## src/hw/vrc_pkg.sv

```systemverilog
package vrc_pkg;

    // bus and ROM widths
    localparam int CPU_ADDR_W   = 16;
    localparam int PRG_ADDR_W   = 18;
    localparam int PRG_BANK16_W = 4;
    localparam int PRG_BANK8_W  = 5;
    localparam int SST_ADDR_W   = 6;
    localparam int PRESCALE_W   = 9;

    typedef logic [CPU_ADDR_W-1:0] cpu_addr_t;
    typedef logic [PRG_ADDR_W-1:0] prg_addr_t;

    // one decoded IRQ register write
    typedef struct packed {
        logic       latch_we;
        logic       ctrl_we;
        logic       ack;
        logic [7:0] data;
    } irq_cmd_t;

    // one decoded PRG bank write
    typedef struct packed {
        logic       bank16_we;
        logic       bank8_we;
        logic [7:0] data;
    } prg_cmd_t;

    typedef struct packed {
        logic [PRG_BANK16_W-1:0] bank16;
        logic [PRG_BANK8_W-1:0]  bank8;
    } prg_regs_t;

    // save-state request
    typedef struct packed {
        logic                  enable;
        logic                  we;
        logic [SST_ADDR_W-1:0] addr;
        logic [7:0]            wdata;
    } sst_bus_t;

    // CPU register map
    localparam cpu_addr_t ADDR_PRG16     = 16'h8000;
    localparam cpu_addr_t ADDR_PRG8      = 16'hC000;
    localparam cpu_addr_t ADDR_IRQ_LATCH = 16'hF000;
    localparam cpu_addr_t ADDR_IRQ_CTRL  = 16'hF001;
    localparam cpu_addr_t ADDR_IRQ_ACK   = 16'hF002;

    // save-state map
    localparam logic [SST_ADDR_W-1:0] SST_PRG16      = 6'd0;
    localparam logic [SST_ADDR_W-1:0] SST_PRG8       = 6'd1;
    localparam logic [SST_ADDR_W-1:0] SST_IRQ_CTRL   = 6'd16;
    localparam logic [SST_ADDR_W-1:0] SST_IRQ_LATCH  = 6'd17;
    localparam logic [SST_ADDR_W-1:0] SST_IRQ_COUNT  = 6'd18;
    localparam logic [SST_ADDR_W-1:0] SST_IRQ_PRE_LO = 6'd19;
    localparam logic [SST_ADDR_W-1:0] SST_IRQ_PRE_HI = 6'd20;

    // scanline prescaler, 341 steps with three taps per line
    localparam logic [PRESCALE_W-1:0] PRESCALE_TAP0 = 9'd113;
    localparam logic [PRESCALE_W-1:0] PRESCALE_TAP1 = 9'd227;
    localparam logic [PRESCALE_W-1:0] PRESCALE_LAST = 9'd340;

    localparam logic [PRG_BANK8_W-1:0] PRG_LAST_BANK8 = 5'd31;

endpackage

```

## src/hw/vrc_irq.sv

```systemverilog
module vrc_irq import vrc_pkg::*; (
    input  logic       clk,
    input  logic       reset,
    input  irq_cmd_t   irq_cmd,
    input  sst_bus_t   sst,
    output logic       irq,
    output logic [7:0] sst_rdata
);

    logic                  mode;
    logic                  enable;
    logic                  enable_after_ack;
    logic                  pending;
    logic [7:0]            latch;
    logic [7:0]            counter;
    logic [PRESCALE_W-1:0] prescaler;

    logic                  sst_wr;
    logic                  at_tap;
    logic                  step;
    logic                  counter_wrap;
    logic [PRESCALE_W-1:0] prescaler_next;

    assign sst_wr = sst.enable && sst.we;

    // three counter clocks per 341-dot line
    assign at_tap = prescaler == PRESCALE_TAP0 ||
                    prescaler == PRESCALE_TAP1 ||
                    prescaler == PRESCALE_LAST;

    // cycle mode steps on every edge
    assign step = mode || at_tap;

    assign counter_wrap = counter == 8'hFF;

    assign prescaler_next = (prescaler == PRESCALE_LAST) ? '0 : prescaler + 1'b1;

    // active low line to the CPU
    assign irq = !(pending && enable);

    always_ff @(negedge clk) begin
        if (reset) begin
            mode             <= 1'b0;
            enable           <= 1'b0;
            enable_after_ack <= 1'b0;
            pending          <= 1'b0;
            counter          <= '0;
            prescaler        <= '0;
        end else if (sst.enable) begin
            if (sst_wr) begin
                case (sst.addr)
                    SST_IRQ_CTRL: begin
                        {pending, mode, enable, enable_after_ack} <= sst.wdata[3:0];
                    end
                    SST_IRQ_LATCH:  latch           <= sst.wdata;
                    SST_IRQ_COUNT:  counter         <= sst.wdata;
                    SST_IRQ_PRE_LO: prescaler[7:0]  <= sst.wdata;
                    SST_IRQ_PRE_HI: prescaler[8]    <= sst.wdata[0];
                    default: ;
                endcase
            end
        end else begin
            if (enable) begin
                prescaler <= prescaler_next;
                if (step) begin
                    counter <= counter_wrap ? latch : counter + 1'b1;
                    if (counter_wrap) begin
                        pending <= 1'b1;
                    end
                end
            end

            // CPU writes win over counting in the same edge
            if (irq_cmd.latch_we) begin
                latch <= irq_cmd.data;
            end else if (irq_cmd.ctrl_we) begin
                {mode, enable, enable_after_ack} <= irq_cmd.data[2:0];
                // enabling restarts from the latch
                if (irq_cmd.data[1]) begin
                    counter   <= latch;
                    prescaler <= '0;
                end
            end else if (irq_cmd.ack) begin
                pending <= 1'b0;
                enable  <= enable_after_ack;
            end
        end
    end

    always_comb begin
        case (sst.addr)
            SST_IRQ_CTRL:   sst_rdata = {4'b0, pending, mode, enable, enable_after_ack};
            SST_IRQ_LATCH:  sst_rdata = latch;
            SST_IRQ_COUNT:  sst_rdata = counter;
            SST_IRQ_PRE_LO: sst_rdata = prescaler[7:0];
            SST_IRQ_PRE_HI: sst_rdata = {7'b0, prescaler[8]};
            default:        sst_rdata = 8'hFF;
        endcase
    end

    // the three taps assume a 341-step prescaler
    prescaler_in_range: assert property (
        @(negedge clk) disable iff (reset)
        prescaler <= PRESCALE_LAST
    ) else $error("prescaler ran past %0d", PRESCALE_LAST);

endmodule

```

## src/hw/vrc_mapper.sv

```systemverilog
module vrc_mapper import vrc_pkg::*; (
    input  logic       clk,
    input  logic       reset,
    input  cpu_addr_t  cpu_addr,
    input  logic [7:0] cpu_wdata,
    input  logic       cpu_we,
    input  sst_bus_t   sst,
    output prg_addr_t  prg_addr,
    output logic       irq,
    output logic [7:0] sst_rdata
);

    irq_cmd_t   irq_cmd;
    prg_cmd_t   prg_cmd;
    prg_regs_t  prg_regs;
    logic [7:0] irq_sst_rdata;

    vrc_reg_decode decode_i (
        .clk        (clk),
        .reset      (reset),
        .cpu_addr   (cpu_addr),
        .cpu_wdata  (cpu_wdata),
        .cpu_we     (cpu_we),
        .sst_active (sst.enable),
        .irq_cmd    (irq_cmd),
        .prg_cmd    (prg_cmd)
    );

    vrc_irq irq_i (
        .clk       (clk),
        .reset     (reset),
        .irq_cmd   (irq_cmd),
        .sst       (sst),
        .irq       (irq),
        .sst_rdata (irq_sst_rdata)
    );

    // end of the save-state read chain
    vrc_prg_bank bank_i (
        .clk           (clk),
        .reset         (reset),
        .prg_cmd       (prg_cmd),
        .sst           (sst),
        .irq_sst_rdata (irq_sst_rdata),
        .prg_regs      (prg_regs),
        .sst_rdata     (sst_rdata)
    );

    vrc_prg_map map_i (
        .cpu_addr (cpu_addr),
        .prg_regs (prg_regs),
        .prg_addr (prg_addr)
    );

endmodule

```

## src/hw/vrc_prg_bank.sv

```systemverilog
module vrc_prg_bank import vrc_pkg::*; (
    input  logic       clk,
    input  logic       reset,
    input  prg_cmd_t   prg_cmd,
    input  sst_bus_t   sst,
    input  logic [7:0] irq_sst_rdata,
    output prg_regs_t  prg_regs,
    output logic [7:0] sst_rdata
);

    logic sst_wr;
    logic sst_wr_prg16;
    logic sst_wr_prg8;

    assign sst_wr       = sst.enable && sst.we;
    assign sst_wr_prg16 = sst_wr && sst.addr == SST_PRG16;
    assign sst_wr_prg8  = sst_wr && sst.addr == SST_PRG8;

    always_ff @(negedge clk) begin
        if (reset) begin
            prg_regs <= '0;
        end else if (sst.enable) begin
            if (sst_wr_prg16) begin
                prg_regs.bank16 <= sst.wdata[PRG_BANK16_W-1:0];
            end
            if (sst_wr_prg8) begin
                prg_regs.bank8 <= sst.wdata[PRG_BANK8_W-1:0];
            end
        end else begin
            // upper data bits are not wired on the cartridge
            if (prg_cmd.bank16_we) begin
                prg_regs.bank16 <= prg_cmd.data[PRG_BANK16_W-1:0];
            end
            if (prg_cmd.bank8_we) begin
                prg_regs.bank8 <= prg_cmd.data[PRG_BANK8_W-1:0];
            end
        end
    end

    // own bytes first, everything else comes from the IRQ block
    always_comb begin
        case (sst.addr)
            SST_PRG16: sst_rdata = 8'(prg_regs.bank16);
            SST_PRG8:  sst_rdata = 8'(prg_regs.bank8);
            default:   sst_rdata = irq_sst_rdata;
        endcase
    end

endmodule

```

## src/hw/vrc_prg_map.sv

```systemverilog
module vrc_prg_map import vrc_pkg::*; (
    input  cpu_addr_t cpu_addr,
    input  prg_regs_t prg_regs,
    output prg_addr_t prg_addr
);

    logic in_bank16;
    logic in_bank8;
    logic in_fixed;

    // $8000-$BFFF
    assign in_bank16 = cpu_addr[15:14] == ADDR_PRG16[15:14];
    // $C000-$DFFF
    assign in_bank8  = cpu_addr[15:13] == ADDR_PRG8[15:13];
    // $E000-$FFFF is hardwired to the last 8 KB
    assign in_fixed  = cpu_addr[15:13] == 3'b111;

    always_comb begin
        if (in_bank16) begin
            prg_addr = {prg_regs.bank16, cpu_addr[13:0]};
        end else if (in_bank8) begin
            prg_addr = {prg_regs.bank8, cpu_addr[12:0]};
        end else if (in_fixed) begin
            prg_addr = {PRG_LAST_BANK8, cpu_addr[12:0]};
        end else begin
            // below $8000 is not PRG ROM
            prg_addr = '0;
        end
    end

endmodule

```

## src/hw/vrc_reg_decode.sv

```systemverilog
module vrc_reg_decode import vrc_pkg::*; (
    input  logic      clk,
    input  logic      reset,
    input  cpu_addr_t cpu_addr,
    input  logic [7:0] cpu_wdata,
    input  logic      cpu_we,
    input  logic      sst_active,
    output irq_cmd_t  irq_cmd,
    output prg_cmd_t  prg_cmd
);

    logic wr_ok;
    logic hi_prg16;
    logic hi_prg8;
    logic hi_irq;
    logic hit_prg16;
    logic hit_prg8;
    logic hit_latch;
    logic hit_ctrl;
    logic hit_ack;

    // writes are dropped while a save-state access runs
    assign wr_ok = cpu_we && !sst_active;

    // VRC6 only looks at A15:A12 and A1:A0
    assign hi_prg16 = cpu_addr[15:12] == ADDR_PRG16[15:12];
    assign hi_prg8  = cpu_addr[15:12] == ADDR_PRG8[15:12];
    assign hi_irq   = cpu_addr[15:12] == ADDR_IRQ_LATCH[15:12];

    // bank selects mirror over all four low slots
    assign hit_prg16 = wr_ok && hi_prg16;
    assign hit_prg8  = wr_ok && hi_prg8;

    assign hit_latch = wr_ok && hi_irq && cpu_addr[1:0] == ADDR_IRQ_LATCH[1:0];
    assign hit_ctrl  = wr_ok && hi_irq && cpu_addr[1:0] == ADDR_IRQ_CTRL[1:0];
    assign hit_ack   = wr_ok && hi_irq && cpu_addr[1:0] == ADDR_IRQ_ACK[1:0];

    always_ff @(negedge clk) begin
        irq_cmd.data <= cpu_wdata;
        prg_cmd.data <= cpu_wdata;
        if (reset) begin
            irq_cmd.latch_we  <= 1'b0;
            irq_cmd.ctrl_we   <= 1'b0;
            irq_cmd.ack       <= 1'b0;
            prg_cmd.bank16_we <= 1'b0;
            prg_cmd.bank8_we  <= 1'b0;
        end else begin
            irq_cmd.latch_we  <= hit_latch;
            irq_cmd.ctrl_we   <= hit_ctrl;
            irq_cmd.ack       <= hit_ack;
            prg_cmd.bank16_we <= hit_prg16;
            prg_cmd.bank8_we  <= hit_prg8;
        end
    end

    // the IRQ block applies latch before ctrl before ack, so overlap would lose a write
    one_cmd_per_cycle: assert property (
        @(negedge clk) disable iff (reset)
        $onehot0({irq_cmd.latch_we, irq_cmd.ctrl_we, irq_cmd.ack,
                  prg_cmd.bank16_we, prg_cmd.bank8_we})
    ) else $error("more than one register command in a cycle");

endmodule

```

## config.mk

```make
export PLATFORM = sky130hd
export DESIGN_NAME = vrc_mapper
export DESIGN_NICKNAME = d
export VERILOG_FILES = /design/src/hw/vrc_pkg.sv /design/src/hw/vrc_irq.sv /design/src/hw/vrc_mapper.sv /design/src/hw/vrc_prg_bank.sv /design/src/hw/vrc_prg_map.sv /design/src/hw/vrc_reg_decode.sv
export SDC_FILE = /design/constraint.sdc
export NUM_CORES = 1
export LEC_CHECK = 0
export BUFFER_PORTS_ARGS = -buffer_cell sky130_fd_sc_hd__clkbuf_2
export CAP_MARGIN = 20
export CORE_MARGIN = 3
export CORE_UTILIZATION = 46
export CTS_BUF_LIST = sky130_fd_sc_hd__clkbuf_4
export DETAILED_ROUTE_END_ITERATION = 10
export GPL_TIMING_DRIVEN = 0
export PLACE_DENSITY = 0.79
export SLEW_MARGIN = 20
export SYNTH_ARGS = -nofsm -noshare
export SYNTH_HDL_FRONTEND = slang
export SYNTH_SLANG_ARGS = --single-unit
```

## constraint.sdc

```tcl
create_clock -name clk -period 3.6 [get_ports clk]
set_clock_uncertainty 0.2 [all_clocks]
set_input_delay 0.36 -clock clk [delete_from_list [all_inputs] [get_ports clk]]
set_output_delay 0.36 -clock clk [all_outputs]
set_load 0.02 [all_outputs]
```

# [Word-level counts from Yosys, hierarchy flattened]
# Index checks and enable logic that the tools add are counted.
[word_totals] ff_bits=51 elab_cells=135
[classes] addsub=2 n_eq_ne=27 mux=57 bitwise_logic=1 reduce_logical=32
[ops] cell="$mux W8" n=14
[ops] cell="$mux W9" n=8
[ops] cell="$mux W18" n=3
[ops] cell="$pmux W8 S5" n=1
[ops] cell="$eq A6 B5 Y1 const B" n=5
[ops] cell="$mux W1" n=26
[ops] cell="$ne A2 B1 Y1 const B" n=8
[ops] cell="$pmux W8 S2" n=1
[ops] cell="$eq A4 B4 Y1 const B" n=3
[ops] cell="$reduce_and A2 Y1" n=6
[ops] cell="$reduce_and A4 Y1" n=3
[ops] cell="$logic_and A1 B1 Y1" n=11
[ops] cell="$mux W5" n=2
[ops] cell="$add A9 B1 Y9 const B" n=1
[ops] cell="$eq A9 B7 Y1 const B" n=1
[ops] cell="$eq A9 B8 Y1 const B" n=1
[ops] cell="$eq A9 B9 Y1 const B" n=1
[ops] cell="$add A8 B1 Y8 const B" n=1
[ops] cell="$eq A8 B8 Y1 const B" n=1
[ops] cell="$mux W4" n=2
[ops] cell="$reduce_bool A2 Y1" n=4
[ops] cell="$eq A3 B3 Y1 const B" n=2
[ops] cell="$eq A6 B1 Y1 const B" n=1
[ops] cell="$logic_not A6 Y1" n=1
[ops] cell="8 further kinds" n=12

# [Logic depth before layout (Yosys ltp)]
[logic_depth] depth_word=10 ltp_mapped=7 ltp_nobuf=7

# [By module]
# Synthesis repeated with hierarchy kept, for this count alone.
[hier_totals] cells_unflattened=405 area_unflattened_um2=3512.1
[by_module_without_submodules] module="vrc_irq" n_inst=1 cells_per_inst=281 area_each_um2=2284.7 seq_area_each_um2=660.6
[by_module_without_submodules] module="vrc_prg_bank" n_inst=1 cells_per_inst=63 area_each_um2=648.1 seq_area_each_um2=180.2
[by_module_without_submodules] module="vrc_reg_decode" n_inst=1 cells_per_inst=32 area_each_um2=404.1 seq_area_each_um2=260.2
[by_module_without_submodules] module="vrc_prg_map" n_inst=1 cells_per_inst=29 area_each_um2=175.2 seq_area_each_um2=0.0

==> impl_results.md <==
- Ys flop type: dfxtp_1
- CP Max Fanout: 2
- Final Cell Area: roughly 4300 um2
- Crit path arrival time: 3680 ps
- CTS tree: done
- Critical path buffers and inverters: 1
- Drt first-iter violations: approximately 400
- Syn Inst Count: 390
- Worst hold-check path type: reg2reg
- Final WL: 11100 um
- Distinct cell type count after synthesis: 78
- Max incr delay on CP: 480 ps
- RSZ-0062 raised after global routing: yes
- Adder-cell area share of the yosys netlist: 1.52%
- Post-route ant nets: 0
- Clock Sinks: 51
- Synth area leaders: dfxtp_1 (26%), edfxtp_1 (7.3%), mux2i_1 (5.2%)
- Fraction of synthesized area in multiplexers: 10.9%
- Critical path's top delay family: multiplexers
- XOR/XNOR Fraction of Synth Area: less than 1%
- Worst vdd ir: 276 uV
- CTS HTree Levels: 2
- Root Buffer: clkbuf_4
- Worst hold start: bank_i.prg_regs[6]$_SDFFE_NP0P_
- Worst-Margin Slew: 682 ps
- Crit path capture type: output port
- Finished Core Util: between 60% and 70%
- Port bufs: 67
- Static Leak: 1.92 nW
- Largest family of logic cells by synthesized area: compound AO/OA/AOI/OAI gates
- # DRC: 0
- Congestion Overflow GR: 0
- Failing checks: setup timing
- Slew Viols, Final: 0
- Row count: 30
- Largest net degree at the start of global routing: 15
- Global-route wire length before repair: 17800 um
- Die Height: roughly 91 um
- Vias in the first global route: about 3600
- Critical Path Start: irq_i.latch[0]$_DFFE_NP_
- Yosys reg bits: 51
- Status: finished, violations left
- Register area share after synthesis: between 30% and 40%
- Mapped cell area: 3300 um2
- Final WS setup: -637 ps
- CP Cell Sequence: mux4_2 -> o21ai_2 -> nand2_1 -> a32o_2 -> buf_6
- Largest area contributor in the synthesized netlist: dfxtp_1
- Reg-to-reg endpoint: irq_i.counter[7]$_SDFFE_NP0P_
- Final Power: 1.35 mW
- Clk pin slew, worst setup/hold paths: 50 ps
- DR pass1 iterations: 5
- Via density: 6.05
- Core area: 6870 um2
- Worst R2R Start: irq_i.prescaler[1]$_SDFFE_NP0P_
- CTS buffer count: 5
- Synth Area in Simple Gates: 22.0%
- Max-slew headroom: 54.4%
- Die X: 90.7 um
- Area grow syn2layout: 30.9%
- Fraction of registers with async set or reset after synthesis: 0%
- DIE AREA: 8220 um2
- RePlAce Congestion: 0.946
- Initial antenna violation count: 0
- Clock Latency Late Sink: 450 ps
- Via count: 3774
- Hold violation count in the final report: 0
- CP Launch Type: register
- Post-synthesis compound-gate area fraction: roughly 25%
- Max_cap viols: 0
- Syn Area/Cell: between 8 and 9 um2
- Ratio of cells with drive above 1 in the final layout: a little under a third
- Antenna Cells: 0
- Required time of the critical path: about 3000 ps
- PwrDens: approximately 310 nW/um2
- Kind of critical path: reg2out
- R2R Setup Slk: 1270 ps
- Worst path slowest cell: mux4_2
- Initial Util: 48.0%
- Tot GR Track Use: 27.0%
- Final setup TNS: -2860 ps
- R2R depth: 6
- CTS max path bufs: 2
- CP endpoint: sst_rdata[0]
- Syn. warnings: 0
- WP depth: 5
- Final nets: 574
- Mapped Nets: between 400 and 500
- Synth top area share: roughly a quarter
- Min Hold Slack: 301 ps
- WL/cell: 17.8 um
- DP Wirelength: 7790 um
- Post-synth EDFFs: 8
- Hold_buf cts: 0
- I/O pins: 70
- Placed instance area: 3820 um2
- Final Setup Violations: 8
-- registers in the layout, indices dropped and copies added (netlist names) --
register                count
bank_i.prg_regs             9
decode_i.irq_cmd           11
decode_i.prg_cmd            2
irq_i.counter               8
irq_i.enable                1
irq_i.enable_after_ack      1
irq_i.latch                 8
irq_i.mode                  1
irq_i.pending               1
irq_i.prescaler             9
-- worst min-delay path by stage --
stage	endpoint	depth (start not counted)	slack, ps
floorplan	irq_i.enable_after_ack$_SDFFE_NP0P_	2	260
global placement	irq_i.enable_after_ack$_SDFFE_NP0P_	2	290
detailed placement	irq_i.enable_after_ack$_SDFFE_NP0P_	2	300
CTS	irq_i.mode$_SDFFE_NP0P_	2	310
global route	irq_i.latch[5]$_DFFE_NP_	1	310
finish	bank_i.prg_regs[6]$_SDFFE_NP0P_	2	300
-- logic make-up (layout without fill, tap and decap cells) --
group,after synthesis,after routing
AO/OA/AOI/OAI,119,119
multiplexers,29,29
flip-flops,51,51
XOR/XNOR,3,3
adder cells (fa/ha/maj),4,4
AND/OR/NAND/NOR,144,144
buffers and inverters,40,178
-- cells in the final DEF, fill, tap and decap left out, drive strengths merged, types with 3 or more instances in the layout --
cell type,instances
o21ai,26
clkbuf,73
buf,32
nand3,4
nor3,9
and3,4
a21oi,28
o211ai,3
nor2b,4
inv,71
nor3b,3
dfxtp,43
edfxtp,8
a21boi,3
and2,14
ha,4
a311oi,3
nand3b,4
a31oi,7
mux4,4
o21a,6
a211oi,3
nor2,39
mux2i,17
nand2,43
nor4,4
a22oi,7
mux2,8
o32ai,5
nand4,5
-- worst min-delay path: stages, from the launching register on --
cell and delay (ps):
dfxtp_2 330, mux2i_1 70, nor2_1 70
-- through the flow --
stage	setup WS, ps	cells
detailed placement	-583	553
global route	-719	624
floorplan	-135	390
finish	-637	624
global placement	-549	553
CTS	-655	620
-- where the power goes --
part / leakage (nW) / switching (mW) / internal, mW
combinational: 1.19 / 0.141 / 0.103
sequential: 0.433 / 0.0162 / 0.594
clock: 0.300 / 0.348 / 0.144
-- cell type report --
| class | instances | area [um2] |
|---|---|---|
| clock inverters | 54 | 205 |
| multi-input cells | 299 | 2090 |
| inverters | 19 | 71.3 |
| plain buffers | 19 | 151 |
| flip-flops and latches | 51 | 1140 |
| clock buffers | 5 | 37.5 |
| well taps | 96 | 120 |
| repair buffers | 81 | 502 |
| fillers | 605 | 2550 |
-- cell usage after synthesis, types with 2 or more instances --
cell type	instances
inv_1	20
o31a_1	2
nor2b_1	4
xor2_1	2
o211ai_1	3
o21a_1	5
a41oi_1	2
nand4_1	5
nand3b_1	4
nor4_1	4
and3_1	4
o41a_1	2
dfxtp_1	43
mux4_2	3
nor3_1	9
a21oi_1	28
a22oi_1	7
a32oi_1	2
nand3_1	4
a21boi_0	2
nor3b_1	2
o21ai_0	25
ha_1	4
mux2_2	7
nand2_1	43
a211oi_1	2
a31oi_1	7
buf_2	4
a311oi_1	3
clkbuf_1	9
edfxtp_1	8
o32ai_1	5
or4_1	2
clkbuf_8	4
mux2i_1	17
and2_1	14
nor2_1	38
-- per-layer routing --
layer / global-route usage [%] / part of all wire (%) / vias to the layer above
li1: - / - / 1724
met1: 33.8 / 40 / 1736
met2: 42.2 / 47 / 271
met3: 7.42 / 9.0 / 43
met4: 14.5 / 4.0 / 0
met5: 0 / 0 / -
-- what timing repair did --
item / CTS / global route
pin swaps: 8 / 10
setup buffers: 9 / 5
hold endpoints to repair: 0 / 0
endpoints found under the setup margin: 18 / 33
gates resized for setup: 46 / 36
Power figures use the tool's default switching activity.
